--- src/source/npu_pkg.sv ---
`default_nettype none

package npu_pkg;

    // array geometry
    localparam int NPU_IN_NUM   = 4;
    localparam int NPU_OUT_NUM  = 4;

    // datapath widths
    localparam int DATA_WIDTH   = 8;
    localparam int WEIGHT_WIDTH = 8;
    localparam int BIAS_WIDTH   = 16;
    localparam int ACC_WIDTH    = 24;
    localparam int SCALE_WIDTH  = 4;

    // skew 1, chain NPU_IN_NUM, accumulator 1, requant 2
    localparam int CORE_LATENCY = NPU_IN_NUM + 4;

    typedef logic signed [DATA_WIDTH-1:0]   npu_act_t;
    typedef logic signed [WEIGHT_WIDTH-1:0] npu_weight_t;
    typedef logic signed [BIAS_WIDTH-1:0]   npu_bias_t;
    typedef logic signed [ACC_WIDTH-1:0]    npu_sum_t;

    typedef npu_act_t    [NPU_IN_NUM-1:0]                  npu_lanes_t;
    typedef npu_weight_t [NPU_OUT_NUM-1:0][NPU_IN_NUM-1:0] npu_weights_t;
    typedef npu_bias_t   [NPU_OUT_NUM-1:0]                 npu_biases_t;
    typedef npu_act_t    [NPU_OUT_NUM-1:0]                 npu_outputs_t;

    typedef struct packed {
        logic       valid;
        logic       first;
        npu_lanes_t lanes;
    } npu_sample_t;

    // one chain result or accumulator value
    typedef struct packed {
        logic     valid;
        npu_sum_t acc;
    } npu_acc_t;

endpackage

`default_nettype wire

--- src/source/npu_input_skew.sv ---
`timescale 1ns/1ps
`default_nettype none

module npu_input_skew (
    input  logic                clk,
    input  logic                rstn,
    input  npu_pkg::npu_lanes_t data_in,
    input  logic                data_valid,
    input  logic                acc_first,
    output npu_pkg::npu_sample_t sample
);
    import npu_pkg::*;

    npu_sample_t in_q;
    logic        valid_q;
    logic        first_q;
    npu_lanes_t  skew_lanes;

    always_ff @(posedge clk or negedge rstn)
    begin
        if (!rstn)
        begin
            in_q    <= '0;
            valid_q <= 1'b0;
            first_q <= 1'b0;
        end
        else
        begin
            in_q    <= '{valid: data_valid, first: acc_first, lanes: data_in};
            // flags stay aligned with lane 0
            valid_q <= in_q.valid;
            first_q <= in_q.first;
        end
    end

    // triangular delay, lane k gets k+1 registers
    for (genvar k = 0; k < NPU_IN_NUM; k++)
    begin : g_lane
        npu_act_t dly [0:k];

        always_ff @(posedge clk or negedge rstn)
        begin
            if (!rstn)
            begin
                for (int i = 0; i <= k; i++)
                begin
                    dly[i] <= '0;
                end
            end
            else
            begin
                dly[0] <= in_q.lanes[k];
                for (int i = 1; i <= k; i++)
                begin
                    dly[i] <= dly[i-1];
                end
            end
        end

        assign skew_lanes[k] = dly[k];
    end

    assign sample = '{valid: valid_q, first: first_q, lanes: skew_lanes};

endmodule

`default_nettype wire

--- src/source/npu_neuron.sv ---
`timescale 1ns/1ps
`default_nettype none

module npu_neuron (
    input  logic                                 clk,
    input  logic                                 rstn,
    input  npu_pkg::npu_sample_t                 sample,
    input  npu_pkg::npu_lanes_t                  weight_row,
    input  logic                                 weight_load,
    input  logic signed [npu_pkg::BIAS_WIDTH-1:0] bias,
    input  logic                                 bias_load,
    output npu_pkg::npu_acc_t                    result
);
    import npu_pkg::*;

    npu_lanes_t            weight_q;
    npu_bias_t             bias_q;
    npu_sum_t              psum [NPU_IN_NUM];
    logic [NPU_IN_NUM-1:0] vld;
    logic [NPU_IN_NUM-1:0] fst;

    // one multiply-add step, wraps at ACC_WIDTH
    function automatic npu_sum_t mac(
        input npu_sum_t base,
        input npu_act_t act,
        input npu_act_t wgt
    );
        return base + $signed(act) * $signed(wgt);
    endfunction

    always_ff @(posedge clk or negedge rstn)
    begin
        if (!rstn)
        begin
            weight_q <= '0;
            bias_q   <= '0;
        end
        else
        begin
            if (weight_load)
            begin
                weight_q <= weight_row;
            end
            if (bias_load)
            begin
                bias_q <= bias;
            end
        end
    end

    // chain, stage k sees lane k one cycle after stage k-1
    always_ff @(posedge clk or negedge rstn)
    begin
        if (!rstn)
        begin
            vld <= '0;
            fst <= '0;
            for (int k = 0; k < NPU_IN_NUM; k++)
            begin
                psum[k] <= '0;
            end
        end
        else
        begin
            vld[0]  <= sample.valid;
            fst[0]  <= sample.first;
            psum[0] <= mac(npu_sum_t'(bias_q), sample.lanes[0], weight_q[0]);
            for (int k = 1; k < NPU_IN_NUM; k++)
            begin
                vld[k]  <= vld[k-1];
                fst[k]  <= fst[k-1];
                psum[k] <= mac(psum[k-1], sample.lanes[k], weight_q[k]);
            end
        end
    end

    // running sum across samples
    always_ff @(posedge clk or negedge rstn)
    begin
        if (!rstn)
        begin
            result <= '0;
        end
        else
        begin
            result.valid <= vld[NPU_IN_NUM-1];
            if (vld[NPU_IN_NUM-1])
            begin
                if (fst[NPU_IN_NUM-1])
                    result.acc <= psum[NPU_IN_NUM-1];
                else
                    result.acc <= result.acc + psum[NPU_IN_NUM-1];
            end
        end
    end

endmodule

`default_nettype wire

--- src/source/npu_requant.sv ---
`timescale 1ns/1ps
`default_nettype none

module npu_requant (
    input  logic                           clk,
    input  logic                           rstn,
    input  npu_pkg::npu_acc_t              acc_in [npu_pkg::NPU_OUT_NUM],
    input  logic [npu_pkg::SCALE_WIDTH-1:0] scale,
    output npu_pkg::npu_outputs_t          data_out,
    output logic                           data_out_valid
);
    import npu_pkg::*;

    npu_sum_t shift_q [NPU_OUT_NUM];
    logic     shift_vld;

    always_ff @(posedge clk or negedge rstn)
    begin
        if (!rstn)
        begin
            shift_vld <= 1'b0;
            for (int o = 0; o < NPU_OUT_NUM; o++)
            begin
                shift_q[o] <= '0;
            end
        end
        else
        begin
            // neurons run in lockstep, neuron 0 speaks for all
            shift_vld <= acc_in[0].valid;
            if (acc_in[0].valid)
            begin
                for (int o = 0; o < NPU_OUT_NUM; o++)
                begin
                    shift_q[o] <= acc_in[o].acc >>> scale;
                end
            end
        end
    end

    // clamp to int8
    always_ff @(posedge clk or negedge rstn)
    begin
        if (!rstn)
        begin
            data_out       <= '0;
            data_out_valid <= 1'b0;
        end
        else
        begin
            data_out_valid <= shift_vld;
            if (shift_vld)
            begin
                for (int o = 0; o < NPU_OUT_NUM; o++)
                begin
                    if (shift_q[o] > 127)
                        data_out[o] <= {1'b0, {(DATA_WIDTH-1){1'b1}}};
                    else if (shift_q[o] < -128)
                        data_out[o] <= {1'b1, {(DATA_WIDTH-1){1'b0}}};
                    else
                        data_out[o] <= shift_q[o][DATA_WIDTH-1:0];
                end
            end
        end
    end

endmodule

`default_nettype wire

--- src/source/npu_core.sv ---
`timescale 1ns/1ps
`default_nettype none

module npu_core (
    input  logic                           clk,
    input  logic                           rstn,

    input  npu_pkg::npu_lanes_t            data_in,
    input  logic                           data_valid,
    input  logic                           acc_first,

    input  npu_pkg::npu_weights_t          weight_in,
    input  logic                           weight_load,

    input  npu_pkg::npu_biases_t           bias_in,
    input  logic                           bias_load,

    input  logic [npu_pkg::SCALE_WIDTH-1:0] scale,

    output npu_pkg::npu_outputs_t          data_out,
    output logic                           data_out_valid
);
    import npu_pkg::*;

    npu_sample_t sample;
    npu_acc_t    neuron_acc [NPU_OUT_NUM];

    // lane k reaches chain stage k on time
    npu_input_skew u_skew (
        .clk        (clk),
        .rstn       (rstn),
        .data_in    (data_in),
        .data_valid (data_valid),
        .acc_first  (acc_first),
        .sample     (sample)
    );

    // one chain per output neuron, all share the skewed sample
    for (genvar o = 0; o < NPU_OUT_NUM; o++)
    begin : g_neuron
        npu_neuron u_neuron (
            .clk         (clk),
            .rstn        (rstn),
            .sample      (sample),
            .weight_row  (weight_in[o]),
            .weight_load (weight_load),
            .bias        (bias_in[o]),
            .bias_load   (bias_load),
            .result      (neuron_acc[o])
        );
    end

    npu_requant u_requant (
        .clk            (clk),
        .rstn           (rstn),
        .acc_in         (neuron_acc),
        .scale          (scale),
        .data_out       (data_out),
        .data_out_valid (data_out_valid)
    );

endmodule

`default_nettype wire

--- config.mk ---
export PLATFORM = sky130hd
export DESIGN_NAME = npu_core
export DESIGN_NICKNAME = d
export VERILOG_FILES = /design/src/source/npu_pkg.sv /design/src/source/npu_input_skew.sv /design/src/source/npu_neuron.sv /design/src/source/npu_requant.sv /design/src/source/npu_core.sv
export SDC_FILE = /design/constraint.sdc
export NUM_CORES = 2
export LEC_CHECK = 0
export ABC_AREA = 1
export BUFFER_PORTS_ARGS = -buffer_cell sky130_fd_sc_hd__clkbuf_2
export CAP_MARGIN = 20
export CORE_MARGIN = 2
export CORE_UTILIZATION = 65
export DETAILED_ROUTE_END_ITERATION = 10
export PLACE_DENSITY = 0.83
export REMOVE_ABC_BUFFERS = 1
export SLEW_MARGIN = 20
export SYNTH_ARGS = -nofsm -noshare
export SYNTH_HDL_FRONTEND = slang
export SYNTH_HIERARCHICAL = 1
export SYNTH_SLANG_ARGS = --single-unit
--- constraint.sdc ---
create_clock -name clk -period 6.05 [get_ports clk]
set_input_delay 1.5125 -clock clk [delete_from_list [all_inputs] [get_ports clk]]
set_output_delay 1.5125 -clock clk [all_outputs]
set_load 0.005 [all_outputs]
-- Word level (Yosys, flattened, before mapping)
Index checks and enable logic that the tools add are counted.
- muxes and demuxes: 12
- multiply operators: 16
- eq/ne operators: 0
- shifts and indexed selects: 4
- reductions and logical operators: 0
- div/mod/pow operators: 0
- magnitude comparators: 8
- add/subtract/negate cells: 20
- bitwise operators: 0
- operator list (cell ; number):
    $add 24x24->24 ; 16
    $mul 8x8->16 ; 16
    $gt 24x8->1 const B ; 4
    $lt 24x8->1 const B ; 4
    $mux 24 ; 4
    $sshr 24x4->24 ; 4
    $add 16x16->17 ; 4
    $mux 8 ; 8
- bits in writable memories: 0
- output and inout bits: 33
- register bits: 951
- latch bits: 0
- memories kept: 0
- input port bits: 234
- logic and storage cells: 137
- memory bits (read-only): 0

-- Logic depth before layout (Yosys ltp)
- depth after elaboration: 3
- depth in mapped cells: 24
- gate-level depth less buffers: 22

-- Hierarchy
Netlist, hierarchy kept.
- modules (own cells, without submodules) (module ; seq. area each (um^2) ; times used ; cells each ; area each (um^2)):
    npu_neuron (g_neuron[0].u_neuron) ; 4103.9 ; 1 ; 2385 ; 21404.3
    npu_neuron (g_neuron[1].u_neuron) ; 4103.9 ; 1 ; 2387 ; 21315.4
    npu_neuron (g_neuron[2].u_neuron) ; 4103.9 ; 1 ; 2377 ; 21245.4
    npu_neuron (g_neuron[3].u_neuron) ; 4103.9 ; 1 ; 2376 ; 21210.3
    npu_requant ; 3253.1 ; 1 ; 1474 ; 9088.7
    npu_input_skew ; 2902.8 ; 1 ; 142 ; 3098.0

-- Least setup slack after synthesis
Ideal clock, no wire load.
- kind: reg-to-reg
- from: register u_skew.g_lane[3].dly (netlist bit u_skew/sample[31])
- to: register g_neuron[3].u_neuron/psum[19] (netlist name)
- stages on the path, launching flop included: 19
- buffers on the path: 2
- period minus slack after synthesis: 4.854 ns
- setup time: 0.117 ns
- arrival time: 4.738 ns
- slack: 1.196 ns
- required time: 5.933 ns
- cell sequence: dfrtp_1 > buf_4 > clkbuf_1 > nand2_1 > inv_1 > fa_1 > fa_1 > fa_1 > fa_1 > ha_1 > ha_1 > a21oi_1 > o21ai_0 > a21oi_1 > o21ai_2 > nand3_1 > nand2_1 > nand2_1 > nand2_1
- longest elaborated chain between the ends: 2
- ends and longest elaborated chain (what ; line ; source):
    from (decl) ; npu_input_skew.sv:39 ; npu_act_t dly [0:k];
    from (signal, indexed assignment) ; npu_input_skew.sv:55 ; dly[i] <= dly[i-1];
    $mul 8x8->16 ; npu_neuron.sv:28 ; return base + $signed(act) * $signed(wgt);
    $add 24x24->24 ; npu_neuron.sv:28 ;
    to (signal, indexed assignment) ; npu_neuron.sv:72 ; psum[k] <= mac(psum[k-1], sample.lanes[k], weight_q[k]);
    to (decl) ; npu_neuron.sv:18 ; npu_sum_t psum [NPU_IN_NUM];
No other way between the ends.
A chain may end at the register's enable or synchronous reset.

-- Worst setup path after layout
- from: register u_skew.g_lane[2].dly (netlist bit u_skew/sample[21])
- to: register g_neuron[3].u_neuron/psum[44] (netlist name)
- longest elaborated chain between the ends: 2
- ends and longest elaborated chain (what ; line):
    from (decl) ; npu_input_skew.sv:39
    from (signal, indexed assignment) ; npu_input_skew.sv:55
    $mul 8x8->16 ; npu_neuron.sv:28
    $add 24x24->24 ; npu_neuron.sv:28
No other way between the ends.

==> flow_metrics.py <==
metrics = {
    "worst_setup_path": {
        "worstPathArrival_ps": 6090,
        "r2r-end": "g_neuron[3].u_neuron/psum[44]$_DFF_PN0_",
        "reg2reg_slack_ps": 570,
        "reg2reg_depth": 18,
        "critPathMaxStageDelay_ps": 1100,
        "cp_max_fo": 27,
        "cp-start-kind": "register",
        "cp-end-kind": "register",
        "critPathSlowestCell": "dfrtp_1",
        "r2r_start": "u_skew/sample[21]$_DFF_PN0_",
        "crit_family": "adder cells",
        "path_cells": "nand2_1, fa_1, inv_1, fa_1, inv_1, fa_1, inv_1, fa_1, fa_1, ha_1, a21oi_1, nand2_1, a21oi_1, o21ai_1, nand3_1, nand2_1, nand2_1, nand2_1",
        "critical_path_class": "register to register",
        "critPathBufInv": 3,
        "required_ps": 6660,
    },
    "timing": {
        "worst_pin_slew_ps": 1230,
        "slew_violations": 0,
        "fin_crit_ps": 5480,
        "skew_ps": 29.4,
        "rsz0062_at_grt": "no",
        "tns_ps": 0,
        "final-hold-violation-count": 0,
        "setup_viol": 0,
        "relSlewSlack": 0.178,
        "fin_crit_sh": 0.906,
        "fmax_mhz": 183,
        "setup_slack_ps": 572,
    },
    "hold_path": {
        "holdPathEnd": "u_skew/g_lane[3].dly[21]$_DFF_PN0_",
        "hold_start": "u_skew/g_lane[3].dly[29]$_DFF_PN0_",
        "min_path_type": "register to register",
        "min_path_cells": 0,
    },
    "die": {
        "num_rows": 141,
        "ios": 267,
        "die_height_um": 391,
        "core_area_sq_mm": 0.148,
        "die_w_um": 391,
        "initial_utilization": 0.656,
        "die-area_sq_mm": 0.153,
    },
    "clock_network": {
        "path_clk_slew_ps": 60,
        "htree_levels": 3,
        "clockBufferDepth": 3,
        "post_cts_buffers": 0,
        "clockRootBuffer": "clkbuf_16",
        "cts_tree": "done",
        "cts_hold_buf": 0,
        "cts_resized": 0,
        "numCtsBuffers": 102,
        "insertion_delay_ps": 750,
        "cts.sinks": 899,
    },
    "global_routing": {
        "grt_max_degree": 122,
        "grt_pass1_vias": 77100,
        "antenna_found_initial": 13,
        "grt_overflow": 0,
        "track_usage": 0.305,
        "grt_pass1_wl_um": 377000,
    },
    "synth": {
        "syn_area_sq_mm": 0.0973,
        "syn-instance-count": 11100,
        "avgSynthCellArea_sq_um": 8.73,
        "yosysWarnings": 6,
    },
    "drt": {
        "drcViolationCount": 0,
        "wl_um": 226000,
        "drt_pass1_iterations": 8,
        "ant_nets": 0,
        "drt_iter0_markers": 4763,
        "wire_per_inst_um": 17.1,
        "vias": 72500,
        "vias_per_cell": 5.48,
    },
    "finish": {
        "finalNetCount": 13700,
        "layout_commonest_cell": "nand2_1",
        "drive_gt1_frac": 0.0780,
        "fin_area_sq_mm": 0.104,
        "areaGrowthSynthToFinish_pct": 6.44,
        "fillers": 11100,
        "final_cell_mix": "nand2_1 (2531), inv_1 (2175), fa_1 (1396)",
    },
    "outcome": {
        "run_status": "finished, final reports clean",
    },
    "placement": {
        "placed_area_sq_mm": 0.100,
        "detailed_place_hpwl_um": 183000,
        "dp_slack_ps": 663,
        "place_congestion": 0.960,
        "port_buffers": 266,
    },
    "flow_run": {
        "drv_cap": 0,
    },
}
[worst max-delay path by stage]
stage	startpoint	to	slack, ps	cells after the start
after global routing	u_skew/sample[20]$_DFF_PN0_	g_neuron[2].u_neuron/psum[44]$_DFF_PN0_	300	17
after CTS	u_skew/sample[21]$_DFF_PN0_	g_neuron[3].u_neuron/psum[44]$_DFF_PN0_	660	18
after floorplan	u_skew/sample[31]$_DFF_PN0_	g_neuron[2].u_neuron/psum[23]$_DFF_PN0_	990	19
after detailed placement	u_skew/sample[31]$_DFF_PN0_	g_neuron[3].u_neuron/psum[19]$_DFF_PN0_	660	17
final	u_skew/sample[21]$_DFF_PN0_	g_neuron[3].u_neuron/psum[44]$_DFF_PN0_	570	18
after global placement	u_skew/sample[20]$_DFF_PN0_	g_neuron[2].u_neuron/psum[44]$_DFF_PN0_	760	20
[sequential cells by signal, summed over array words and instances, names as in the netlist]
register and flops:
u_skew/valid_q 1, g_neuron.u_neuron/fst 16, g_neuron.u_neuron/psum 332, u_requant/shift_vld 1, g_neuron.u_neuron/vld 16, u_skew/sample 24
u_skew/in_q 34, g_neuron.u_neuron/weight_q 128, u_requant/data_out_valid 1, u_requant/shift_q 96, g_neuron.u_neuron/result 97, u_requant/data_out 32
u_skew/g_lane.dly 56, u_skew/first_q 1, g_neuron.u_neuron/bias_q 64
[metrics by stage]
step / std cells / util / hold WS (ps)
2_1_floorplan: 10700 / - / 331
4_1_cts: 13200 / 0.698 / 322
6_report: 13200 / 0.699 / 326
3_3_place_gp: 13000 / 0.675 / 332
3_5_place_dp: 13000 / 0.675 / 335
5_1_grt: 13200 / 0.699 / 325
[per-layer routing]
metal,GRT usage,routed length (um),vias up,share of wire
met5,0,85,-,0.00038
met4,0.116,9140,14,0.040
met3,0.0420,14500,578,0.064
met2,0.527,111000,2502,0.49
met1,0.392,91300,35400,0.40
li1,-,-,34000,-
[cell type report]
cell class                      instances  area, sq um  share of cell area
Clock buffer                          133         2810              0.0271
Clock inverter                         57          651             0.00628
Multi-Input combinational cell       7612        64500               0.623
Inverter                             2208         8290              0.0801
Timing Repair Buffer                  380         2330              0.0225
Antenna cell                            4         10.0           0.0000967
Tap cell                             1930         2410              0.0233
Sequential cell                       899        22500               0.217
[worst reg2reg max path, stage by stage, from the launching register on]
cell	delay, ps
dfrtp_1	1100
nand2_1	160
fa_1	530
inv_1	50
fa_1	500
inv_1	60
fa_1	530
inv_1	50
fa_1	380
fa_1	460
ha_1	360
a21oi_1	250
nand2_1	140
a21oi_1	320
o21ai_1	160
nand3_1	130
nand2_1	70
nand2_1	80
nand2_1	50
Power is left out: the tool's default activity adds up to more than one toggle a clock period on the data nets, which glitch-free logic cannot reach.
